File: src/rtl/cpu_pkg.sv
`default_nettype none

package cpu_pkg;

	// ------------------------------
	// Widths and memory geometry
	// ------------------------------
	localparam int RAM_WORDS = 256;
	localparam int RAM_LATENCY = 2;	// Strobe to ready pulse, in cycles
	localparam int CACHE_LINES = 8;
	localparam int CACHE_IDX_W = $clog2(CACHE_LINES);
	localparam int CACHE_TAG_W = 30 - CACHE_IDX_W;	// Word address bits above the index
	localparam int NUM_REGS = 16;

	typedef logic [31:0] word_t;
	typedef logic [3:0] reg_idx_t;
	typedef logic [$clog2(RAM_WORDS)-1:0] ram_addr_t;
	typedef logic [3:0] opc_t;

	// ------------------------------
	// Instruction fields
	// ------------------------------
	localparam int CLS_LO = 25;
	localparam int IMM_BIT = 25;	// Low class bit doubles as the immediate flag
	localparam int OPC_LO = 21;
	localparam int RN_LO = 16;
	localparam int RD_LO = 12;
	localparam int RM_LO = 0;
	localparam int IMM8_LO = 0;
	localparam int OFF_LO = 0;
	localparam int OFF_W = 24;
	localparam logic [1:0] CLS_DP = 2'b00;	// Upper two class bits
	localparam logic [2:0] CLS_B = 3'b101;

	localparam opc_t OPC_AND = 4'd0;
	localparam opc_t OPC_EOR = 4'd1;
	localparam opc_t OPC_SUB = 4'd2;
	localparam opc_t OPC_ADD = 4'd4;
	localparam opc_t OPC_ORR = 4'd12;
	localparam opc_t OPC_MOV = 4'd13;

	typedef struct packed {
		logic bubble;
		word_t insn;
		word_t pc;
	} stage_t;

	typedef struct packed {
		logic read;
		ram_addr_t addr;
	} bus_req_t;

	typedef struct packed {
		logic ready;
		word_t data;
	} bus_rsp_t;

	typedef struct packed {
		logic valid;
		reg_idx_t num;
		word_t data;
	} wb_t;

	typedef struct packed {
		logic we;
		ram_addr_t addr;
		word_t data;
	} load_t;

	typedef enum logic [1:0] {
		CS_IDLE,
		CS_READ,
		CS_FILL
	} cache_state_e;

	function automatic opc_t f_opc(word_t insn);
		return insn[OPC_LO +: 4];
	endfunction

	function automatic reg_idx_t f_rn(word_t insn);
		return insn[RN_LO +: 4];
	endfunction

	function automatic reg_idx_t f_rd(word_t insn);
		return insn[RD_LO +: 4];
	endfunction

	function automatic reg_idx_t f_rm(word_t insn);
		return insn[RM_LO +: 4];
	endfunction

	// Unknown opcodes fall out here and run as no-ops
	function automatic logic is_alu(word_t insn);
		return insn[CLS_LO+1 +: 2] == CLS_DP && (f_opc(insn) inside
			{OPC_AND, OPC_EOR, OPC_SUB, OPC_ADD, OPC_ORR, OPC_MOV});
	endfunction

	function automatic logic is_branch(word_t insn);
		return insn[CLS_LO +: 3] == CLS_B;
	endfunction

	function automatic logic uses_rn(word_t insn);
		return is_alu(insn) && f_opc(insn) != OPC_MOV;
	endfunction

	function automatic logic uses_rm(word_t insn);
		return is_alu(insn) && !insn[IMM_BIT];
	endfunction

endpackage

`default_nettype wire

File: src/rtl/instr_cache.sv
`timescale 1ns/100ps
`default_nettype none

module instr_cache import cpu_pkg::*; (
	input logic clk,
	input logic rst_n,
	input word_t rd_addr,
	input logic rd_req,
	output logic rd_wait,
	output word_t rd_data,
	output bus_req_t bus_req,
	input bus_rsp_t bus_rsp
);

	logic [CACHE_LINES-1:0] line_valid;
	logic [CACHE_TAG_W-1:0] line_tag [CACHE_LINES];
	word_t line_data [CACHE_LINES];
	cache_state_e state;
	word_t fill_addr;

	logic [CACHE_IDX_W-1:0] rd_idx;
	logic [CACHE_IDX_W-1:0] fill_idx;
	logic [CACHE_TAG_W-1:0] rd_tag;
	logic hit;
	logic fill_done;

	assign rd_idx = rd_addr[2 +: CACHE_IDX_W];
	assign rd_tag = rd_addr[31 -: CACHE_TAG_W];
	assign fill_idx = fill_addr[2 +: CACHE_IDX_W];
	assign hit = line_valid[rd_idx] && line_tag[rd_idx] == rd_tag;
	assign fill_done = state == CS_FILL && bus_rsp.ready;

	assign rd_wait = rd_req && !hit;
	assign rd_data = line_data[rd_idx];
	assign bus_req.read = state == CS_READ;	// One cycle per refill
	assign bus_req.addr = fill_addr[2 +: $bits(ram_addr_t)];

	always_ff @(posedge clk)
	begin
		if (!rst_n)
		begin
			state <= CS_IDLE;
			line_valid <= '0;
		end
		else
		begin
			case (state)
				CS_IDLE:
					if (rd_wait)
						state <= CS_READ;
				CS_READ:
					state <= CS_FILL;
				CS_FILL:
					if (bus_rsp.ready)
					begin
						line_valid[fill_idx] <= 1'b1;
						state <= CS_IDLE;
					end
				default:
					state <= CS_IDLE;
			endcase
		end
	end

	always_ff @(posedge clk)
	begin
		if (state == CS_IDLE && rd_wait)
			fill_addr <= rd_addr;	// Keeps refilling this line even if fetch jumps away
		if (fill_done)
		begin
			line_tag[fill_idx] <= fill_addr[31 -: CACHE_TAG_W];
			line_data[fill_idx] <= bus_rsp.data;
		end
	end

	assert property (@(posedge clk) disable iff (!rst_n)
		bus_req.read |=> !bus_req.read until_with bus_rsp.ready)
		else $error("instr_cache: read strobe while a read is outstanding");

endmodule

`default_nettype wire

File: config.mk
export PLATFORM = sky130hd
export DESIGN_NAME = instr_cache
export DESIGN_NICKNAME = d
export VERILOG_FILES = /design/src/rtl/cpu_pkg.sv /design/src/rtl/instr_cache.sv
export SDC_FILE = /design/constraint.sdc
export NUM_CORES = 1
export LEC_CHECK = 0
export BUFFER_PORTS_ARGS = -buffer_cell sky130_fd_sc_hd__buf_2
export CELL_PAD_IN_SITES_DETAIL_PLACEMENT = 1
export CELL_PAD_IN_SITES_GLOBAL_PLACEMENT = 2
export CORE_MARGIN = 10
export CORE_UTILIZATION = 48
export DETAILED_ROUTE_END_ITERATION = 8
export MAX_ROUTING_LAYER = met4
export PLACE_DENSITY_LB_ADDON = 0.1
export SLEW_MARGIN = 20
export SYNTH_ARGS = -nofsm -noshare
export SYNTH_HDL_FRONTEND = slang
export SYNTH_SLANG_ARGS = --single-unit
File: constraint.sdc
create_clock -name clk -period 6.43 [get_ports clk]
set_input_delay 0.643 -clock clk [delete_from_list [all_inputs] [get_ports clk]]
set_output_delay 0.643 -clock clk [all_outputs]
set_load 0.02 [all_outputs]
==> out/qor.log <==
[route] detailed-router iteration count before antenna repair 4
[sta] timing-limited maximum frequency 0.217 GHz
[grt] vias in the first global route 9633
[yosys] Post-Synthesis Cells 838
[worst_setup_path] count of cells along the worst register-to-register path 8
[worst_setup_path] launching instance or port of the critical path rd_addr[2]
[yosys] post-synth design cell area 19400 um2
[die] # rows 73
[sta] TNS Setup 0 ns
[die] Die X 221 um
[die] core region area 39900 um2
[power_and_ir_drop] Internal Dissipation 5.57 mW
[sta] clock period minus final worst setup slack 4.61 ns
[yosys] Net Count, Synth 906
[sta] setup repair after global routing missed its margin false
[clock_tree] number of gates resized after cts 0
[grt] GRT Resource Usage Total 17.5%
[grt] maximum number of pins on one net before global-route repair 72
[worst_setup_path] end of the worst register-to-register path fill_addr[29]$_DFFE_PP_
[yosys] fraction of synthesis flops using an asynchronous set or reset pin 0%
[cells_and_area] most frequent standard cell in the layout excluding fill and tap cells sky130_fd_sc_hd__edfxtp_1
[min_path] beginning of the worst hold path rd_addr[29]
[worst_setup_path] flop-to-flop setup slack 3.29 ns
[cells_and_area] n_diodes 0
[power_and_ir_drop] worst-case vdd ir drop 0.000210 V
[clock_tree] TritonCTS Buffers 52
[status] run status finished, final reports clean
[power_and_ir_drop] Flop pwr share 53.5%
[worst_setup_path] reg-to-reg startpoint line_tag[7][16]$_DFFE_PP_
[yosys] Netlist cell types 37
[clock_tree] number of H-tree levels 2
[grt] aggregate global routing overflow 0
[worst_setup_path] category of the critical setup timing path in2out
[min_path] Hold Crit Class in2reg
[cells_and_area] most frequent cells in the layout sky130_fd_sc_hd__edfxtp_1 (502), sky130_fd_sc_hd__mux4_2 (106), sky130_fd_sc_hd__buf_2 (104)
[cells_and_area] finished layout cell area 22200 um2
[yosys] dominant register cell in the synthesized netlist sky130_fd_sc_hd__edfxtp_1
[yosys] warning count from the yosys run 0
[route] number of vias in the routed layout 8805
[sta] Fin. Hold Viols 0
[yosys] flop and latch count out of synthesis 512
[clock_tree] largest buffer count on any clock path 3
[cells_and_area] fraction of layout instances using a drive strength above 1 34.0%
[placed_design] Port Buffers 107
[yosys] Post-Synthesis Mean Instance Area 23.2 um2
[grt] antenna violations before repair 0
[worst_setup_path] CP max FO 71
[min_path] Worst Hold Endpoint fill_addr[29]$_DFFE_PP_
[worst_setup_path] worst path buffer plus inverter count 3
[cells_and_area] final core utilization 55.7%
[worst_setup_path] type of element capturing the critical path output port
[clock_tree] hold bufs inserted after CTS 0
[worst_setup_path] Worst EP arrival 3.97 ns
[die] Initial Util 48.7%
[sta] max_slew headroom 34.0%
[sta] share of the cycle needed by the critical path after routing 71.7%
[die] DIE AREA 49000 um2
[yosys] sequential share of the synthesized area 78.6%
[worst_setup_path] dominant delay contributor by cell family on the critical path buffers and inverters
[die] die height 221 um
[power_and_ir_drop] Switching Share 20.0%
[route] number of nets with antenna violations after detailed routing 0
[power_and_ir_drop] combinational share of power 4.6%
[sta] final setup vio count 0
[sta] max-slew violation total from the final report 0
[route] detailed-route wire length per cell 27.3 um
[clock_tree] Post-CTS Setup Inserts 0
[yosys] count of flip-flops with a built-in enable after synthesis 502
[worst_setup_path] Req. time, crit path 5.79 ns
[grt] global-route wire length before repair 62800 um
[worst_setup_path] worst-path cell chain clkbuf_8, buf_4, mux4_2, o21ai_0, xor2_1, nand4_1, nand4bb_1, and2_1, buf_2
[power_and_ir_drop] switching pwr 1.39 mW
[sta] Slew @ Worst Pin 0.987 ns
[placed_design] final RePlAce weighted congestion 0.703
[placed_design] post-detail-place hpwl 23000 um
[min_path] hold path depth 1
[worst_setup_path] slowest stage cell on the critical path sky130_fd_sc_hd__clkbuf_8
[clock_tree] clock insertion delay at the later pin of the skew report 0.57 ns
[cells_and_area] Syn-to-layout area delta 14.4%
[worst_setup_path] Critical Path Max Stage Delay 0.58 ns
[cells_and_area] nets 1041
[clock_tree] clock transition at the registers of the reported paths 0.06 ns
[clock_tree] CTS Sinks 512
[die] Boundary Pins 110
[run] MaxCap Viol Count 0
[worst_setup_path] type of origin of the critical path input port
[power_and_ir_drop] power density normalized to cell area 313 nW/um2
[clock_tree] clock root buffer sky130_fd_sc_hd__clkbuf_16
[route] wirelength, routed 42000 um
[route] starting DRC count in detailed routing 681
[placed_design] area of placed instances 20600 um2
[power_and_ir_drop] fraction of power consumed by the clock network 41.9%
[route] post-detailed-route via-to-cell ratio 5.72
[clock_tree] CTS tree yes
[sta] clock tree skew after final layout 0.00959 ns
[route] DRC violations left 0
[power_and_ir_drop] overall power consumption 6.96 mW
[power_and_ir_drop] static leakage 7.23 nW
[stage by stage]
step                      setup WS, ns  hold slack [ns]  instances
after detailed placement          1.88            0.462       1444
final                             1.82            0.274       1539
after global routing              1.67            0.250       1539
after global placement            1.95            0.443       1443
after floorplan                  0.989            0.435        838
after CTS                         1.87            0.237       1539
[how the worst max path moves through the flow]
stage / slack [ns] / cells after the start / end
after floorplan: 0.99 / 2 / line_data[0][0]$_DFFE_PP_
after global placement: 1.95 / 9 / rd_wait
after detailed placement: 1.88 / 9 / rd_wait
after CTS: 1.87 / 9 / rd_wait
after global routing: 1.67 / 9 / rd_wait
final: 1.82 / 9 / rd_wait
[routing by layer]
layer,up-vias,GRT usage (%),routed length (um)
li1,3785,-,-
met1,4769,22.2,18100
met2,196,29.1,21500
met3,55,3.19,1720
met4,0,4.14,730
met5,-,-,0
[kinds of logic (layout without fill, tap and decap cells)]
| logic type | after synthesis | count (layout) | synth area share, % |
|---|---|---|---|
| simple gates | 39 | 39 | 1.18 |
| mux | 184 | 184 | 16.5 |
| flops | 512 | 512 | 78.6 |
| buf+inv | 46 | 222 | 1.48 |
| xor+xnor | 24 | 24 | 1.08 |
| compound gates | 33 | 33 | 1.18 |
[power groups by stage]
stage | Sequential, mW | Combinational, mW | Clock [mW]
after floorplan | 3.79 | 0.213 | 0
after global placement | 3.79 | 0.316 | 0
after detailed placement | 3.79 | 0.325 | 0
after CTS | 3.72 | 0.328 | 2.99
after global routing | 3.73 | 0.348 | 3.13
final | 3.72 | 0.321 | 2.91
[state kept, by name, summed over array words and instances, names as in the netlist]
signal      cells
state           2
fill_addr      30
line_valid      8
line_tag      216
line_data     256
[final cells by class]
cell class,instances,area [um2]
fillers,3380,17700
clock inverters,24,238
clock buffers,71,1410
repair buffers,126,712
flip-flops and latches,512,15300
well taps,525,657
multi-input cells,280,3930
inverters,1,3.75
[Yosys cell counts (all sizes together) (5+ instances only)]
cell / count / share of area [%]
mux2i: 45 / 2.3
nor2: 10 / 0.19
clkbuf: 13 / 0.25
mux4: 106 / 12
xor2: 9 / 0.41
xnor2: 15 / 0.68
edfxtp: 502 / 78
o21a: 9 / 0.35
mux2: 33 / 1.9
buf: 32 / 1.2
a22oi: 13 / 0.50
dfxtp: 10 / 1.0
nand2: 5 / 0.097
o21ai: 6 / 0.15
[worst reg2reg max path: stages, from the launching register on]
cell and delay [ns]:
sky130_fd_sc_hd__edfxtp_1 0.36, sky130_fd_sc_hd__mux4_2 0.48, sky130_fd_sc_hd__mux2i_1 0.23, sky130_fd_sc_hd__xor2_1 0.17, sky130_fd_sc_hd__nand2_1 0.12, sky130_fd_sc_hd__nor4_1 0.50
sky130_fd_sc_hd__nand4bb_1 0.32, sky130_fd_sc_hd__and3_1 0.33, sky130_fd_sc_hd__buf_4 0.31
No activity file was read; power rests on OpenSTA's default activity.
