File: src/rtl/cpu_pkg.sv
`default_nettype none

package cpu_pkg;

	// ------------------------------
	// Widths and memory geometry
	// ------------------------------
	localparam int RAM_WORDS = 256;
	localparam int RAM_LATENCY = 2;	// Strobe to ready pulse, in cycles
	localparam int CACHE_LINES = 8;
	localparam int CACHE_IDX_W = $clog2(CACHE_LINES);
	localparam int CACHE_TAG_W = 30 - CACHE_IDX_W;	// Word address bits above the index
	localparam int NUM_REGS = 16;

	typedef logic [31:0] word_t;
	typedef logic [3:0] reg_idx_t;
	typedef logic [$clog2(RAM_WORDS)-1:0] ram_addr_t;
	typedef logic [3:0] opc_t;

	// ------------------------------
	// Instruction fields
	// ------------------------------
	localparam int CLS_LO = 25;
	localparam int IMM_BIT = 25;	// Low class bit doubles as the immediate flag
	localparam int OPC_LO = 21;
	localparam int RN_LO = 16;
	localparam int RD_LO = 12;
	localparam int RM_LO = 0;
	localparam int IMM8_LO = 0;
	localparam int OFF_LO = 0;
	localparam int OFF_W = 24;
	localparam logic [1:0] CLS_DP = 2'b00;	// Upper two class bits
	localparam logic [2:0] CLS_B = 3'b101;

	localparam opc_t OPC_AND = 4'd0;
	localparam opc_t OPC_EOR = 4'd1;
	localparam opc_t OPC_SUB = 4'd2;
	localparam opc_t OPC_ADD = 4'd4;
	localparam opc_t OPC_ORR = 4'd12;
	localparam opc_t OPC_MOV = 4'd13;

	typedef struct packed {
		logic bubble;
		word_t insn;
		word_t pc;
	} stage_t;

	typedef struct packed {
		logic read;
		ram_addr_t addr;
	} bus_req_t;

	typedef struct packed {
		logic ready;
		word_t data;
	} bus_rsp_t;

	typedef struct packed {
		logic valid;
		reg_idx_t num;
		word_t data;
	} wb_t;

	typedef struct packed {
		logic we;
		ram_addr_t addr;
		word_t data;
	} load_t;

	typedef enum logic [1:0] {
		CS_IDLE,
		CS_READ,
		CS_FILL
	} cache_state_e;

	function automatic opc_t f_opc(word_t insn);
		return insn[OPC_LO +: 4];
	endfunction

	function automatic reg_idx_t f_rn(word_t insn);
		return insn[RN_LO +: 4];
	endfunction

	function automatic reg_idx_t f_rd(word_t insn);
		return insn[RD_LO +: 4];
	endfunction

	function automatic reg_idx_t f_rm(word_t insn);
		return insn[RM_LO +: 4];
	endfunction

	// Unknown opcodes fall out here and run as no-ops
	function automatic logic is_alu(word_t insn);
		return insn[CLS_LO+1 +: 2] == CLS_DP && (f_opc(insn) inside
			{OPC_AND, OPC_EOR, OPC_SUB, OPC_ADD, OPC_ORR, OPC_MOV});
	endfunction

	function automatic logic is_branch(word_t insn);
		return insn[CLS_LO +: 3] == CLS_B;
	endfunction

	function automatic logic uses_rn(word_t insn);
		return is_alu(insn) && f_opc(insn) != OPC_MOV;
	endfunction

	function automatic logic uses_rm(word_t insn);
		return is_alu(insn) && !insn[IMM_BIT];
	endfunction

endpackage

`default_nettype wire

File: src/rtl/issue.sv
`timescale 1ns/100ps
`default_nettype none

module issue import cpu_pkg::*; (
	input logic clk,
	input logic rst_n,
	input stage_t in,
	input wb_t wb,
	input logic flush,
	output logic stall,
	output stage_t out
);

	logic [NUM_REGS-1:0] pending;
	logic [NUM_REGS-1:0] wb_clear;
	logic [NUM_REGS-1:0] busy;
	logic [NUM_REGS-1:0] rd_set;
	logic take_alu;

	// A register written back this cycle is readable through the register file
	assign wb_clear = wb.valid ? NUM_REGS'(1) << wb.num : '0;
	assign busy = pending & ~wb_clear;

	assign stall = !in.bubble && ((uses_rn(in.insn) && busy[f_rn(in.insn)])
		|| (uses_rm(in.insn) && busy[f_rm(in.insn)]));

	assign take_alu = !in.bubble && !stall && !flush && is_alu(in.insn);
	assign rd_set = take_alu ? NUM_REGS'(1) << f_rd(in.insn) : '0;

	always_ff @(posedge clk)
	begin
		if (!rst_n || flush)
			pending <= '0;	// Nothing younger than the branch has issued
		else
			pending <= (pending & ~wb_clear) | rd_set;
	end

	always_ff @(posedge clk)
	begin
		if (!rst_n)
			out.bubble <= 1'b1;
		else if (flush || stall)
			out.bubble <= 1'b1;
		else
			out <= in;
	end

	// Fetch drops its wrong-path word too, so the slot after that stays empty
	assert property (@(posedge clk) disable iff (!rst_n)
		flush |=> out.bubble ##1 out.bubble)
		else $error("issue: instruction issued behind a taken branch");

endmodule

`default_nettype wire

File: config.mk
export PLATFORM = sky130hd
export DESIGN_NAME = issue
export DESIGN_NICKNAME = d
export VERILOG_FILES = /design/src/rtl/cpu_pkg.sv /design/src/rtl/issue.sv
export SDC_FILE = /design/constraint.sdc
export NUM_CORES = 1
export LEC_CHECK = 0
export ABC_AREA = 1
export ABC_CLOCK_PERIOD_IN_PS = 5000
export BUFFER_PORTS_ARGS = -buffer_cell sky130_fd_sc_hd__buf_2
export CAP_MARGIN = 30
export CELL_PAD_IN_SITES_DETAIL_PLACEMENT = 1
export CELL_PAD_IN_SITES_GLOBAL_PLACEMENT = 2
export CORE_ASPECT_RATIO = 0.5
export CORE_UTILIZATION = 27
export CTS_CLUSTER_SIZE = 28
export DETAILED_ROUTE_END_ITERATION = 10
export PLACE_DENSITY = 0.82
export REMOVE_ABC_BUFFERS = 1
export SLEW_MARGIN = 15
export SYNTH_ARGS = -nofsm -noshare
export SYNTH_HDL_FRONTEND = slang
export SYNTH_SLANG_ARGS = --single-unit
File: constraint.sdc
create_clock -name clk -period 5 [get_ports clk]
set_clock_uncertainty 0.05 [all_clocks]
set_input_delay 0.5 -clock clk [delete_from_list [all_inputs] [get_ports clk]]
set_output_delay 0.5 -clock clk [all_outputs]
set_load 0.05 [all_outputs]
==> results of run 1 <==
[power groups by stage]
| stage | clock network [W] | logic (W) | registers [W] |
|---|---|---|---|
| 6_report | 0.000658 | 0.000263 | 0.000777 |
| 5_1_grt | 0.000701 | 0.000277 | 0.000780 |
| 4_1_cts | 0.000677 | 0.000265 | 0.000777 |
| 3_5_place_dp | 0 | 0.000265 | 0.000792 |
| 3_3_place_gp | 0 | 0.000261 | 0.000790 |
| 2_1_floorplan | 0 | 0.0000418 | 0.000928 |
[cells by family (layout without fill, tap and decap cells)]
family          after synthesis  count (layout)  synth area share
simple gates                150             150             0.237
flops                        81              81             0.682
buf+inv                      28             177            0.0370
fa+ha+maj                     1               1           0.00302
compound gates               20              20            0.0411
[routing by layer]
metal | share of wire | track usage | vias to the layer above
li1 | - | - | 1299
met1 | 0.44 | 0.167 | 1250
met2 | 0.50 | 0.252 | 70
met3 | 0.045 | 0.0398 | 7
met4 | 0.0098 | 0.0437 | 0
met5 | 0 | 0 | -
[stage by stage]
stage	instances	total power, W	setup slack, ns	area, um2
2_1_floorplan	273	0.000969	0.134	3270
3_3_place_gp	578	0.00105	1.83	4190
3_5_place_dp	578	0.00106	1.81	4190
4_1_cts	594	0.00172	2.16	4490
5_1_grt	594	0.00176	1.93	4490
6_report	594	0.00170	2.17	4490
[Yosys cell counts, drive strengths merged]
library cell,instances,area share
a21boi,1,0.0023
a21oi,18,0.037
buf,5,0.011
clkbuf,2,0.0023
clkinv,1,0.0011
dfxtp,17,0.10
edfxtp,64,0.58
inv,20,0.023
maj3,1,0.0030
nand2,25,0.030
nand3,96,0.16
nand3b,1,0.0023
nor2,26,0.039
nor4,2,0.0038
o21ai,1,0.0015
[worst max-delay path, cell delays in order]
cell,delay [ns]
buf_2,0.19
inv_2,0.11
nor2_2,0.14
nand2_1,0.11
nand3_1,0.09
nand3_1,0.14
nand3_1,0.12
nand3_1,0.09
nand3_2,0.09
a21oi_1,0.10
nor2_4,0.44
buf_4,0.58
[worst max path at each step]
stage               slack (ns)                end    from  cells past startpoint
CTS                       2.16  out[45]$_DFFE_PP_  wb[34]                     12
global placement          1.83  out[44]$_DFFE_PP_  wb[34]                     12
finish                    2.17  out[45]$_DFFE_PP_  wb[34]                     12
floorplan                 0.13   out[0]$_DFFE_PP_  wb[36]                     10
global route              1.93  out[45]$_DFFE_PP_  wb[34]                     12
detailed placement        1.81  out[44]$_DFFE_PP_  wb[34]                     12
[sequential cells by signal, indices dropped and copies added (netlist names)]
register / flops
pending: 16
out: 65
[final cells by class]
| cell class | instances | share of cell area |
|---|---|---|
| clock buffer | 9 | 0.0501 |
| multi-input combinational | 171 | 0.209 |
| timing repair buffer | 140 | 0.157 |
| sequential | 81 | 0.503 |
| clock inverter | 7 | 0.0170 |
| tap | 165 | 0.0459 |
| inverter | 21 | 0.0175 |
==> impl_metrics.yaml, run 1 <==
global_routing:
  grt-ovfl-total: 0
  antenna_found_initial: 0
  grt_pass1_vias: 2593
  grt_pass1_wl_mm: 13.6
  grt_use_total: 0.142
  grt_start_max_net_pins: 47
layout:
  final_util: 0.378
  final_common_cell: "buf_2"
  area_growth_pct: 35.5
  nNetsFinal: 529
  n_fill_cell: 1354
  multi_input_area_um2: 938
  layout_common_cells: "138 x buf_2, 85 x nand3_1, 64 x edfxtp_1, 23 x nand2_1, 18 x nor2_1"
  diodes: 0
  register_area_um2: 2260
  final_layout_size_suffix_gt1_frac: 0.443
timing:
  max_slew_margin: 0.542
  rsz0062_at_grt: "no"
  setup_viol_count_final: 0
  finalCritPeriodShare: 0.565
  finalHoldViolCount: 0
  whs_ns: 0.292
  max_freq_ghz: 0.354
  setup-tns-final_ns: 0
  slew_viol_final: 0
  tightest_slew_ns: 0.683
  min_period_ns: 2.83
clocking:
  clkLatencyLatePin_ns: 0.33
  cts_htree_levels: 3
  cts_setup_buffers: 0
  cts_resized: 0
  cts_buffers: 9
  clock-root-buffer: "clkbuf_16"
  cts_max_path_buffers: 2
  cts_tree: "built"
  clk_pin_slew_ns: 0.06
  ctsHoldBuffers: 0
  numClockSinks: 81
pwr:
  sw_frac_of_total: 0.283
  seqPwrFrac: 0.457
  clock_power_share: 0.388
  combPwrFrac: 0.155
  power_density_nw_per_um2: 378
  p_int_w: 0.00122
  switchingPower_w: 0.000481
  power_leakage_nw: 1.74
  peakVddDrop_mv: 0.177
synth:
  synth_seq_cells: 81
  synth_cell_types: 23
  syn_area_per_cell_um2: 11.8
  yosysWarnings: 0
  synth_cells: 280
  netlist_area_um2: 3320
  synth-seq-area-share: 0.682
die:
  dieArea_um2: 12800
  num_io_pins: 171
  core_area_um2: 11900
  initial_utilization: 0.279
  die_w_um: 159
  die_h_um: 80.4
  rows: 28
detailed_routing:
  firstDrtPassIters: 4
  viasPerCell: 4.42
  drcViolationCount: 0
  wl_mm: 8.66
  via_count: 2626
  first_iter_violations: 139
  ant_nets: 0
  post_drt_wl_per_cell_um: 14.6
setup_path:
  reg2reg_slack_ns: 2.55
  r2r_end: "out[45]$_DFFE_PP_"
  path_class: "in -> reg"
  crit_required_ns: 4.92
  worstPathMaxFanout: 46
  cp-start-kind: "input port"
  reg2reg_from: "pending[3]$_SDFF_PP0_"
  crit_arrival_ns: 2.74
  r2r_cells: 9
  crit_path_end_kind: "flip-flop"
hold_path:
  hold_end: "out[41]$_DFFE_PP_"
  hold_depth: 1
  hold_path_startpoint: "in[41]"
  hold_path.class: "in -> reg"
place:
  hpwlAfterDp_mm: 6.78
  place_congestion: 0.819
  io_buffers: 138
flow_run:
  maxCapViolations: 0
status:
  status: "complete, no violations"
No activity file was read; power rests on OpenSTA's default activity.
==> run 2, diff against run 1 <==
--- a/config.mk
+++ b/config.mk
@@ -6,7 +6,7 @@
 export NUM_CORES = 1
 export LEC_CHECK = 0
 export ABC_AREA = 1
-export ABC_CLOCK_PERIOD_IN_PS = 5000
+export ABC_CLOCK_PERIOD_IN_PS = 2850
 export BUFFER_PORTS_ARGS = -buffer_cell sky130_fd_sc_hd__buf_2
 export CAP_MARGIN = 30
 export CELL_PAD_IN_SITES_DETAIL_PLACEMENT = 1
==> constraint.sdc (replaced) <==
create_clock -name clk -period 2.85 [get_ports clk]
set_clock_uncertainty 0.05 [all_clocks]
set_input_delay 0.285 -clock clk [delete_from_list [all_inputs] [get_ports clk]]
set_output_delay 0.285 -clock clk [all_outputs]
set_load 0.05 [all_outputs]
==> impl_metrics.yaml, run 2 (same netlist as run 1, synthesis figures left out) <==
timing:
  max_freq_ghz: 0.427
  rsz0062_at_grt: "no"
  setup_viol_count_final: 0
  tightest_slew_ns: 0.497
  finalCritPeriodShare: 0.821
  finalHoldViolCount: 0
  min_period_ns: 2.34
  slew_viol_final: 0
  worst_slack_ns: 0.510
  max_slew_margin: 0.668
die:
  die_h_um: 80.4
  core_area_um2: 11900
  initial_utilization: 0.279
  dieArea_um2: 12800
  rows: 28
  die_w_um: 159
  num_io_pins: 171
setup_path:
  crit_arrival_ns: 2.00
  crit_path_end_kind: "output port"
  reg2reg_from: "pending[3]$_SDFF_PP0_"
  r2r_end: "out[20]$_DFFE_PP_"
  cp-start-kind: "flip-flop"
  r2r_cells: 9
  crit_required_ns: 2.52
  worstPathMaxFanout: 2
  path_class: "reg -> out"
  reg2reg_slack_ns: 0.85
global_routing:
  grt_pass1_wl_mm: 14.0
  antenna_found_initial: 0
  grt_start_max_net_pins: 38
  grt_pass1_vias: 2673
  grt-ovfl-total: 0
  grt_use_total: 0.146
layout:
  largest-register: "out"
  reg_top3: "out x65, pending x16"
  nNetsFinal: 531
  layout_common_cells: "138 x buf_2, 85 x nand3_1, 64 x edfxtp_1, 23 x nand2_1, 18 x nor2_1"
  final_cells: 596
  final_layout_size_suffix_gt1_frac: 0.445
  diodes: 0
  area_growth_pct: 36.3
  final_util: 0.380
  largest_register_ffs: 65
  final_common_cell: "buf_2"
detailed_routing:
  drcViolationCount: 0
  first_iter_violations: 123
  via_count: 2648
  viasPerCell: 4.44
  post_drt_wl_per_cell_um: 15.0
  firstDrtPassIters: 4
  ant_nets: 0
  wl_mm: 8.93
status:
  status: "complete, no violations"
pwr:
  power_density_nw_per_um2: 668
  peakVddDrop_mv: 0.305
  p_int_w: 0.00215
  power_w: 0.00302
  clock_power_share: 0.395
  sw_frac_of_total: 0.288
  power_leakage_nw: 1.76
  switchingPower_w: 0.000869
  seqPwrFrac: 0.451
  combPwrFrac: 0.153
clocking:
  clkLatencyLatePin_ns: 0.34
  cts_setup_buffers: 0
  cts_max_path_buffers: 2
  cts_resized: 0
  numClockSinks: 81
  cts_tree: "built"
  ctsHoldBuffers: 0
  cts_buffers: 9
  clock-root-buffer: "clkbuf_16"
  cts_htree_levels: 3
  clk_pin_slew_ns: 0.06
flow_run:
  maxCapViolations: 0
place:
  place_inst: 580
  io_buffers: 138
  pre_cts_slack_ns: 0.436
  place_congestion: 0.817
  hpwlAfterDp_mm: 7.01
hold_path:
  hold_path.class: "in -> reg"
  hold_depth: 1
  hold_end: "out[4]$_DFFE_PP_"
  hold_path_startpoint: "in[4]"
[run 2: cell count changes in the layout (fill, tap and decap cells not counted), sizes merged]
| cell | previous run | this run |
|---|---|---|
| buf | 140 | 142 |
| clkinv | 3 | 2 |
| inv | 23 | 24 |
[run 2: layout make-up]
class,instances,area [um2]
fill,1342,7360
tap,165,206
timing repair buffer,142,721
inverter,21,78.8
clock buffer,9,225
clock inverter,7,86.3
sequential,81,2260
multi-input combinational,171,938
[run 2: worst max path at each step]
stage                          startpoint                 to  depth (start not counted)
floorplan                          wb[36]   out[0]$_DFFE_PP_                         10
global placement                   wb[34]  out[19]$_DFFE_PP_                         12
detailed placement                 wb[34]  out[19]$_DFFE_PP_                         12
CTS                 pending[3]$_SDFF_PP0_              stall                          8
global route        pending[3]$_SDFF_PP0_              stall                          8
finish              pending[3]$_SDFF_PP0_              stall                          8
[run 2: per-layer routing]
metal  global-route usage  part of all wire
met5                    0                 0
met3               0.0439             0.060
met2                0.262              0.52
met1                0.168              0.42
met4               0.0505            0.0064
[run 2: power groups by stage]
stage,Combinational [W],Clock [W],Sequential [W]
3_3_place_gp,0.000460,0,0.00139
3_5_place_dp,0.000466,0,0.00139
2_1_floorplan,0.0000733,0,0.00163
5_1_grt,0.000488,0.00127,0.00137
4_1_cts,0.000467,0.00123,0.00136
6_report,0.000462,0.00119,0.00136
[run 2: per-stage QoR]
stage / hold slack, ns / cell area, um2 / TNS (ns)
6_report: 0.0704 / 4520 / 0
5_1_grt: 0.0524 / 4520 / 0
3_3_place_gp: 0.411 / 4210 / 0
3_5_place_dp: 0.413 / 4210 / 0
2_1_floorplan: 0.334 / 3270 / -115.25
4_1_cts: 0.0585 / 4520 / 0
[run 2: worst max-delay path, stage by stage (launching register included)]
cell and delay (ns):
dfxtp_1 0.32, a21boi_1 0.23, nand2_1 0.09, nand3_1 0.12
nand3_1 0.09, nand3b_1 0.10, nand3_2 0.09, a21oi_1 0.28
buf_2 0.34
