[src/rtl/cpu_pkg.sv]
`default_nettype none

package cpu_pkg;

	// ------------------------------
	// Widths and memory geometry
	// ------------------------------
	localparam int RAM_WORDS = 256;
	localparam int RAM_LATENCY = 2;	// Strobe to ready pulse, in cycles
	localparam int CACHE_LINES = 8;
	localparam int CACHE_IDX_W = $clog2(CACHE_LINES);
	localparam int CACHE_TAG_W = 30 - CACHE_IDX_W;	// Word address bits above the index
	localparam int NUM_REGS = 16;

	typedef logic [31:0] word_t;
	typedef logic [3:0] reg_idx_t;
	typedef logic [$clog2(RAM_WORDS)-1:0] ram_addr_t;
	typedef logic [3:0] opc_t;

	// ------------------------------
	// Instruction fields
	// ------------------------------
	localparam int CLS_LO = 25;
	localparam int IMM_BIT = 25;	// Low class bit doubles as the immediate flag
	localparam int OPC_LO = 21;
	localparam int RN_LO = 16;
	localparam int RD_LO = 12;
	localparam int RM_LO = 0;
	localparam int IMM8_LO = 0;
	localparam int OFF_LO = 0;
	localparam int OFF_W = 24;
	localparam logic [1:0] CLS_DP = 2'b00;	// Upper two class bits
	localparam logic [2:0] CLS_B = 3'b101;

	localparam opc_t OPC_AND = 4'd0;
	localparam opc_t OPC_EOR = 4'd1;
	localparam opc_t OPC_SUB = 4'd2;
	localparam opc_t OPC_ADD = 4'd4;
	localparam opc_t OPC_ORR = 4'd12;
	localparam opc_t OPC_MOV = 4'd13;

	typedef struct packed {
		logic bubble;
		word_t insn;
		word_t pc;
	} stage_t;

	typedef struct packed {
		logic read;
		ram_addr_t addr;
	} bus_req_t;

	typedef struct packed {
		logic ready;
		word_t data;
	} bus_rsp_t;

	typedef struct packed {
		logic valid;
		reg_idx_t num;
		word_t data;
	} wb_t;

	typedef struct packed {
		logic we;
		ram_addr_t addr;
		word_t data;
	} load_t;

	typedef enum logic [1:0] {
		CS_IDLE,
		CS_READ,
		CS_FILL
	} cache_state_e;

	function automatic opc_t f_opc(word_t insn);
		return insn[OPC_LO +: 4];
	endfunction

	function automatic reg_idx_t f_rn(word_t insn);
		return insn[RN_LO +: 4];
	endfunction

	function automatic reg_idx_t f_rd(word_t insn);
		return insn[RD_LO +: 4];
	endfunction

	function automatic reg_idx_t f_rm(word_t insn);
		return insn[RM_LO +: 4];
	endfunction

	// Unknown opcodes fall out here and run as no-ops
	function automatic logic is_alu(word_t insn);
		return insn[CLS_LO+1 +: 2] == CLS_DP && (f_opc(insn) inside
			{OPC_AND, OPC_EOR, OPC_SUB, OPC_ADD, OPC_ORR, OPC_MOV});
	endfunction

	function automatic logic is_branch(word_t insn);
		return insn[CLS_LO +: 3] == CLS_B;
	endfunction

	function automatic logic uses_rn(word_t insn);
		return is_alu(insn) && f_opc(insn) != OPC_MOV;
	endfunction

	function automatic logic uses_rm(word_t insn);
		return is_alu(insn) && !insn[IMM_BIT];
	endfunction

endpackage

`default_nettype wire

[src/rtl/execute.sv]
`timescale 1ns/100ps
`default_nettype none

module execute import cpu_pkg::*; (
	input logic clk,
	input logic rst_n,
	input stage_t in,
	input word_t op1,
	input word_t op2,
	output logic jmp,
	output word_t jmppc,
	output wb_t wb
);

	word_t alu_res;
	logic [OFF_W-1:0] off;

	// ------------------------------
	// ALU
	// ------------------------------
	always_comb
	begin
		case (f_opc(in.insn))
			OPC_AND: alu_res = op1 & op2;
			OPC_EOR: alu_res = op1 ^ op2;
			OPC_SUB: alu_res = op1 - op2;
			OPC_ADD: alu_res = op1 + op2;
			OPC_ORR: alu_res = op1 | op2;
			OPC_MOV: alu_res = op2;
			default: alu_res = '0;
		endcase
	end

	always_ff @(posedge clk)
	begin
		if (!rst_n)
			wb.valid <= 1'b0;
		else
		begin
			wb.valid <= !in.bubble && is_alu(in.insn);
			wb.num <= f_rd(in.insn);
			wb.data <= alu_res;
		end
	end

	// ------------------------------
	// Branch
	// ------------------------------
	assign off = in.insn[OFF_LO +: OFF_W];
	assign jmp = !in.bubble && is_branch(in.insn);
	assign jmppc = in.pc + 32'd4 + {{(32-OFF_W-2){off[OFF_W-1]}}, off, 2'b00};

	// The flush must turn the next issue slot into a bubble
	assert property (@(posedge clk) disable iff (!rst_n) jmp |-> !in.bubble ##1 !jmp)
		else $error("execute: branch taken twice or from a bubble");

endmodule

`default_nettype wire

[config.mk]
export PLATFORM = sky130hd
export DESIGN_NAME = execute
export DESIGN_NICKNAME = d
export VERILOG_FILES = /design/src/rtl/cpu_pkg.sv /design/src/rtl/execute.sv
export SDC_FILE = /design/constraint.sdc
export NUM_CORES = 1
export LEC_CHECK = 0
export ABC_AREA = 1
export BUFFER_PORTS_ARGS = -buffer_cell sky130_fd_sc_hd__clkbuf_2
export CAP_MARGIN = 20
export CORE_MARGIN = 4
export CORE_UTILIZATION = 52
export CTS_BUF_LIST = sky130_fd_sc_hd__clkbuf_16
export CTS_CLUSTER_DIAMETER = 100
export CTS_CLUSTER_SIZE = 10
export DETAILED_ROUTE_END_ITERATION = 6
export PLACE_DENSITY = 0.78
export SYNTH_ARGS = -nofsm -noshare
export SYNTH_HDL_FRONTEND = slang
export SYNTH_SLANG_ARGS = --single-unit
[constraint.sdc]
create_clock -name clk -period 3.3 [get_ports clk]
set_input_delay 0.66 -clock clk [delete_from_list [all_inputs] [get_ports clk]]
set_output_delay 0.66 -clock clk [all_outputs]
set_load 0.02 [all_outputs]
==> flow_summary.yaml, run 1 <==
finish:
  drive_gt1_share_pct: 30.2
  layout.cells.non_filler: 1930
  reg.largest.list: "wb: 37 flops"
  diodes: 0
  largest_reg_flops: 37
  nets: 2005
  area_delta_synth_final_pct: 37.1
  largest_register: "wb"
worst_setup_path:
  worst_path_max_delay_cell: "ha_1"
  cp.arrival_ns: 2.63
  path_class: "input port to primary output"
  critPathRequiredTime_ns: 2.64
  path_cells: "clkbuf_2 -> ha_1 -> ha_4 -> a21oi_1 -> o21ai_1 -> a21o_1 -> buf_4 -> nand3_1 -> nand4_1 -> nand2_1 -> clkbuf_2"
  startpoint_type: "input port"
  crit_path_end_kind: "primary output"
  critPathMaxFanout: 5
  critPathMaxStageDelay_ns: 0.32
  cpMostUsedCell: "clkbuf_2"
min_path:
  whs_endpoint: "wb[35]"
  holdCritStartpoint: "in[47]"
  holdPathStages: 1
  min_path_type: "input port to flip-flop"
drt:
  via_per_inst: 5.45
  drt_iter0_markers: 767
  dr.pass1.iters: 5
  dr_total_vias: 10500
  routed_wl_um: 31500
  drc: 0
  avgRoutedWirePerCell_um: 16.3
  antenna_left: 0
placed_design:
  dp_cells: 1918
  pre_cts_slack_ns: -0.375
  dp_hpwl_um: 25200
  portBuffers: 192
  globalplace.congestion: 1.01
yosys:
  syn-cell-area_um2: 8530
  yosys_warnings: 0
  avgSynthCellArea_um2: 6.26
  synth_ff_type: "edfxtp_1"
  yosysSeqAreaShare_pct: 12.9
  ys_types: 41
  async_flop_share_pct: 0
  ys_seq_elements: 37
  syn_nets: 1654
  syn_inst: 1363
  synth_edf_count: 36
die:
  die_w_um: 136
  die_area_um2: 18500
  fp-row-count: 46
  fp.dieH_um: 136
  initial_core_util_pct: 53.3
  ios: 201
  core_um2: 16000
grt:
  grt_pass1_vias: 10000
  grt_usage_pct: 32.2
  grt_pass1_wl_um: 47400
  grt_overflow: 0
  antenna_found_initial: 1
  grt_start_max_net_pins: 33
status:
  status: "completed"
job:
  cap_violations: 0
timing:
  period_needed_ns: 3.29
  setup_violations: 0
  rsz0062_at_grt: "true"
  tns_ns: 0
  maxSlewHeadroom_pct: 52.0
  worst_pin_slew_ns: 0.719
  holdWs_ns: 0.548
  period_share_pct: 99.7
  finalHoldViolations: 0
  worst_slack_ns: 0.00844
  maxClockFrequency_ghz: 0.304
  drv_slew: 0
cts:
  max-clock-path-buffers: 2
  cts_sinks: 37
  ctsHoldBuffers: 0
  root_buffer: "clkbuf_16"
  cts_inserted_buffers: 5
  htree_levels: 2
  clk_pin_slew_worst_paths_ns: 0.07
  cts_tree: "built"
pwr:
  p_leak_nw: 6.57
  p_per_area_nw_per_um2: 276
  ir_worst_vdd_uv: 215
==> through the flow <==
step	instance area [um2]	utilization, %	power, W
after floorplan	8530	-	0.00173
after global placement	10900	68.0	0.00246
after CTS	11100	69.2	0.00301
final	11700	73.0	0.00322
after detailed placement	10900	68.0	0.00250
after global routing	11700	73.0	0.00344
==> cells in the mapped netlist, types with 4 or more instances <==
master | count | share of area [%]
inv_2 | 4 | 0.18
nor3_1 | 14 | 0.82
o21ai_0 | 45 | 2.6
or2_2 | 5 | 0.37
xor2_1 | 49 | 5.0
nand3b_1 | 8 | 0.70
nor2_1 | 140 | 6.2
inv_1 | 223 | 9.8
o22ai_1 | 11 | 0.81
nand2_1 | 399 | 18
xnor2_1 | 7 | 0.72
a21o_1 | 8 | 0.70
o21ai_1 | 5 | 0.29
a221oi_1 | 24 | 2.5
buf_2 | 12 | 0.70
nand4_1 | 24 | 1.8
nand3_1 | 82 | 4.8
buf_4 | 4 | 0.35
a21oi_1 | 66 | 3.9
o21bai_1 | 7 | 0.62
edfxtp_1 | 36 | 13
ha_1 | 158 | 23
==> power by group <==
| group | switching (W) | total [W] | internal [W] |
|---|---|---|---|
| clock | 0.000227 | 0.000499 | 0.000272 |
| combinational | 0.00128 | 0.00214 | 0.000857 |
| sequential | 0.0000119 | 0.000585 | 0.000573 |
==> layer usage <==
layer	share of wire [%]	track usage (%)	routed length, um	vias to the layer above
met4	2.7	9.74	864	2
met5	0.025	0	8	-
li1	-	-	-	5150
met3	9.2	7.62	2880	69
met2	48	55.8	15000	455
met1	40	39.5	12700	4851
==> final cells by class <==
type                            instances  area (um2)
Tap cell                              216         270
Multi-Input combinational cell       1079        7060
Sequential cell                        37        1100
Fill cell                            1364        4310
Inverter                              228         858
Clock buffer                            5         125
Timing Repair Buffer                  363        2260
Clock inverter                          2        7.51
==> how the worst max path moves through the flow <==
stage,start,end,slack (ns)
2_1_floorplan,in[3],jmppc[17],0.08
3_3_place_gp,op2[1],wb[29],-0.30
3_5_place_dp,op2[1],wb[29],-0.38
4_1_cts,in[18],jmppc[31],0.006
5_1_grt,in[55],jmppc[31],-0.09
6_report,in[8],jmppc[27],0.008
==> placed cells by master, fill, tap and decap left out, types with 12 or more instances in the layout <==
| cell | instances |
|---|---|
| a221oi_1 | 24 |
| ha_4 | 17 |
| nand2_2 | 36 |
| ha_1 | 134 |
| nand3_1 | 76 |
| o21ai_0 | 38 |
| nor2_1 | 114 |
| o21ai_1 | 12 |
| inv_1 | 218 |
| nand2_1 | 363 |
| a21oi_1 | 49 |
| nor2_2 | 23 |
| buf_4 | 172 |
| a21oi_2 | 17 |
| clkbuf_2 | 186 |
| nand4_1 | 24 |
| xor2_1 | 48 |
| edfxtp_1 | 36 |
==> critical path, delay by kind of cell <==
family,cells,cell delay [ns]
AOI/OAI and AO/OA,3,0.68
adders and majority gates,2,0.57
buffers and inverters,3,0.41
and+or+nand+nor,3,0.30
==> repair_timing <==
action	4_1_cts	5_1_grt
pin swaps	1	20
endpoints found under the setup margin	24	40
setup buffers	0	5
resized for setup	12	154
cloned	0	0
==> kinds of logic (layout without fill, tap and decap cells) <==
logic type                 Yosys count  in the layout  synth area share [%]
AOI/OAI and AO/OA                  177            177                  12.6
xor gates and xnor gates            56             56                  5.75
adders and majority gates          160            160                  23.7
buffers and inverters              247            598                  11.5
DFF                                 37             37                  12.9
and+or+nand+nor                    686            686                  33.5
No activity file was read; power rests on OpenSTA's default activity.
==> run 2, diff against run 1 <==
clock period = 4.2 ns   (was 3.3 ns; I/O delays follow)
==> run 2 against run 1 <==
  * Largest power group unchanged
  * Non-clock buffer count fell by 157
  * Die area did not move
  * Wire length fell by 9.3%
==> flow_summary.yaml, run 2 (synthesis results as in run 1) <==
finish:
  drive_gt1_share_pct: 15.0
  largest_reg_flops: 37
  reg.largest.list: "wb: 37 flops"
  final_cell_mix: "399 x nand2_1, 224 x inv_1, 192 x clkbuf_2, 158 x ha_1, 140 x nor2_1"
  area_delta_synth_final_pct: 15.8
  diodes: 0
  fillers: 1629
  nets: 1848
  ff_latch_area_um2: 1100
  utilization_pct: 61.7
  final_common_cell: "nand2_1"
  multi_input_area_um2: 6440
  largest_register: "wb"
drt:
  avgRoutedWirePerCell_um: 16.1
  via_per_inst: 5.43
  antenna_left: 0
  routed_wl_um: 28500
  drt_iter0_markers: 772
  dr.pass1.iters: 5
  drc: 0
  dr_total_vias: 9629
min_path:
  holdPathStages: 1
  min_path_type: "input port to flip-flop"
pwr:
  p_leak_nw: 5.78
  p_per_area_nw_per_um2: 222
  ir_worst_vdd_uv: 168
die:
  core_um2: 16000
  ios: 201
  fp.dieH_um: 136
  initial_core_util_pct: 53.3
  die_area_um2: 18500
  fp-row-count: 46
  die_w_um: 136
cts:
  cts_inserted_buffers: 5
  ctsHoldBuffers: 0
  max-clock-path-buffers: 2
  cts_tree: "built"
  htree_levels: 2
  root_buffer: "clkbuf_16"
  cts_sinks: 37
  cts_setup_buffers: 0
  clk_pin_slew_worst_paths_ns: 0.06
  cts.repair.resized: 0
grt:
  grt_usage_pct: 30.5
  antenna_found_initial: 2
  grt_start_max_net_pins: 38
  grt_pass1_wl_um: 44900
  grt_pass1_vias: 9294
  grt_overflow: 0
timing:
  holdWs_ns: 0.737
  rsz0062_at_grt: "false"
  period_needed_ns: 3.96
  period_share_pct: 94.3
  maxClockFrequency_ghz: 0.252
  drv_slew: 0
  tns_ns: 0
  finalHoldViolations: 0
  maxSlewHeadroom_pct: 28.5
  setup_violations: 0
  worst_pin_slew_ns: 1.07
job:
  cap_violations: 0
worst_setup_path:
  path_class: "input port to primary output"
  critPathRequiredTime_ns: 3.36
  critPathMaxFanout: 4
  startpoint_type: "input port"
  cp.arrival_ns: 3.12
  crit_path_end_kind: "primary output"
placed_design:
  portBuffers: 192
  dp_hpwl_um: 23700
  globalplace.congestion: 1.00
status:
  status: "completed"
run 2: where the power goes:
group	internal, W	switching [W]
clock	0.000213	0.000171
combinational	0.000458	0.000885
sequential	0.000451	0.00000890
total	0.00112	0.00107
run 2: worst max-delay path, cell delays in order:
cell,delay [ns]
clkbuf_2,0.08
ha_1,0.29
ha_1,0.23
fa_1,0.51
nand3_1,0.10
nand2_1,0.13
nand3_1,0.10
nand2_1,0.07
nand2_1,0.07
nand2_1,0.12
nand2_1,0.09
nand2_1,0.06
xor2_1,0.21
clkbuf_2,0.22
run 2: per-stage QoR:
step | cells | worst slack, ns | area [um2] | power (W)
global placement | 1766 | 0.265 | 9740 | 0.00177
floorplan | 1363 | 0.619 | 8530 | 0.00136
finish | 1773 | 0.238 | 9870 | 0.00219
global route | 1773 | 0.100 | 9870 | 0.00237
detailed placement | 1766 | 0.267 | 9740 | 0.00179
CTS | 1773 | 0.250 | 9870 | 0.00218
run 2: per-layer routing:
layer  global-route usage [%]  wire (um)
met1                     38.2      11800
met2                     52.4      13300
met3                     6.33       2560
met4                     9.69        798
met5                        0         22
run 2: layout make-up:
| type | count | area share, % |
|---|---|---|
| tap | 216 | 2.74 |
| timing repair buffer | 206 | 10.8 |
| clock buffer | 5 | 1.27 |
| sequential | 37 | 11.2 |
| inverter | 228 | 8.69 |
| multi-input combinational | 1079 | 65.3 |
| clock inverter | 2 | 0.0760 |
run 2: final timing paths:
| path | startpoint | endpoint | slack [ns] |
|---|---|---|---|
| setup / recovery | in[3] | jmppc[17] | 0.24 |
| hold / removal | in[47] | wb[35] | 0.74 |
==> run 3, diff against run 2 <==
PLACE_DENSITY = not set   (was 0.78)
PLACE_DENSITY_LB_ADDON = 0.15   (was not set)
==> run 3 against run 2 <==
  * Global-route usage shrank 0.81 points
  * Sequential power is essentially flat
  * First-iteration DRC count shrank 7.3%
  * Hold slack gained 0.012 ns
  * Utilization shrank 0.16 points
  * Final cell count shrank 0.17%
  * Power shrank 0.39%
  * Combinational power is essentially flat
  * Sequential cell count is the same
  * Critical endpoint unchanged
==> flow_summary.yaml, run 3 (synthesis results as in run 1) <==
status:
  status: "completed"
pwr:
  total_power_w: 0.00218
  p_int_w: 0.00112
  clkPwrFrac_pct: 17.7
  p_sw_share_pct: 48.7
  netSwitchingPower_w: 0.00106
  seqPwrFrac_pct: 21.1
  p_comb_share_pct: 61.2
  p_leak_nw: 5.76
  p_per_area_nw_per_um2: 221
  ir_worst_vdd_uv: 154
worst_setup_path:
  critPathRequiredTime_ns: 3.36
  startpoint_type: "input port"
  crit_path_end_kind: "primary output"
  path_class: "input port to primary output"
  critPathMaxFanout: 4
  cp.arrival_ns: 3.11
die:
  die_area_um2: 18500
  die_w_um: 136
  ios: 201
  core_um2: 16000
  fp-row-count: 46
  initial_core_util_pct: 53.3
  fp.dieH_um: 136
timing:
  finalHoldViolations: 0
  maxSlewHeadroom_pct: 34.7
  worst_slack_ns: 0.252
  setup_violations: 0
  rsz0062_at_grt: "false"
  period_needed_ns: 3.95
  period_share_pct: 94.0
  maxClockFrequency_ghz: 0.253
  drv_slew: 0
  worst_pin_slew_ns: 0.979
  tns_ns: 0
grt:
  grt_start_max_net_pins: 38
  grt_usage_pct: 29.7
  grt_pass1_vias: 9009
  grt_pass1_wl_um: 43900
  grt_overflow: 0
  antenna_found_initial: 1
min_path:
  holdCritStartpoint: "in[45]"
  whs_endpoint: "wb[33]"
  holdPathStages: 1
  min_path_type: "input port to flip-flop"
cts:
  cts.repair.resized: 0
  root_buffer: "clkbuf_16"
  cts_sinks: 37
  htree_levels: 2
  ctsHoldBuffers: 0
  max-clock-path-buffers: 2
  clk_pin_slew_worst_paths_ns: 0.06
  cts_tree: "built"
  cts_inserted_buffers: 5
  cts_setup_buffers: 0
placed_design:
  globalplace.congestion: 0.963
  portBuffers: 192
  dp_hpwl_um: 23300
  dp_cells: 1762
  pre_cts_slack_ns: 0.248
  dpl_cell_area_um2: 9710
drt:
  dr.pass1.iters: 6
  dr_total_vias: 9495
  routed_wl_um: 27800
  via_per_inst: 5.36
  drt_iter0_markers: 716
  avgRoutedWirePerCell_um: 15.7
  antenna_left: 0
  drc: 0
finish:
  final_cell_mix: "399 x nand2_1, 223 x inv_1, 192 x clkbuf_2, 158 x ha_1, 140 x nor2_1"
  largest_reg_flops: 37
  drive_gt1_share_pct: 14.8
  layout.cells.non_filler: 1770
  nets: 1844
  reg.largest.list: "wb: 37 flops"
  largest_register: "wb"
  area_delta_synth_final_pct: 15.5
  final_common_cell: "nand2_1"
  diodes: 0
  fin_area_um2: 9850
job:
  cap_violations: 0
-- run 3: power by group through the flow --
| stage | Sequential (W) | Combinational [W] | Clock, W |
|---|---|---|---|
| after floorplan | 0.000517 | 0.000842 | 0 |
| after global placement | 0.000467 | 0.00130 | 0 |
| after detailed placement | 0.000468 | 0.00132 | 0 |
| after CTS | 0.000461 | 0.00133 | 0.000391 |
| after global routing | 0.000463 | 0.00149 | 0.000408 |
| final | 0.000460 | 0.00133 | 0.000386 |
-- run 3: worst max path at each step --
stage	startpoint	endpoint	slack [ns]
after floorplan	in[3]	jmppc[17]	0.62
after global placement	in[3]	jmppc[17]	0.24
after detailed placement	in[3]	jmppc[17]	0.25
after CTS	in[3]	jmppc[17]	0.24
after global routing	in[3]	jmppc[17]	0.08
final	in[3]	jmppc[17]	0.25
-- run 3: per-stage QoR --
step / util [%] / hold WS (ns)
after CTS: 61.5 / 0.748
after detailed placement: 60.7 / 1.05
after global placement: 60.7 / 1.04
after global routing: 61.5 / 0.750
final: 61.5 / 0.749
after floorplan: - / 0.939
-- run 3: final cells by class --
type | count | area, um2
Multi-Input combinational cell | 1079 | 6440
Fill cell | 1640 | 6150
Sequential cell | 37 | 1100
Timing Repair Buffer | 202 | 1040
Inverter | 228 | 858
Tap cell | 216 | 270
Clock buffer | 5 | 125
Clock inverter | 3 | 12.5
-- run 3: worst max-delay path, cell delays in order --
cell      delay [ns]
clkbuf_2        0.08
ha_1            0.28
ha_1            0.23
fa_1            0.50
nand3_1         0.09
nand2_1         0.14
nand3_1         0.11
nand2_1         0.11
nand2_1         0.08
nand2_1         0.10
nand2_1         0.09
nand2_1         0.06
xor2_1          0.18
clkbuf_2        0.20
-- run 3: layer usage --
layer  part of all wire (%)  up-vias  GRT usage (%)
met1                     44     4253           39.1
met2                     46      375           50.2
met5                  0.047        -              0
met3                    7.8       40           4.00
li1                       -     4825              -
met4                    2.9        2           9.69
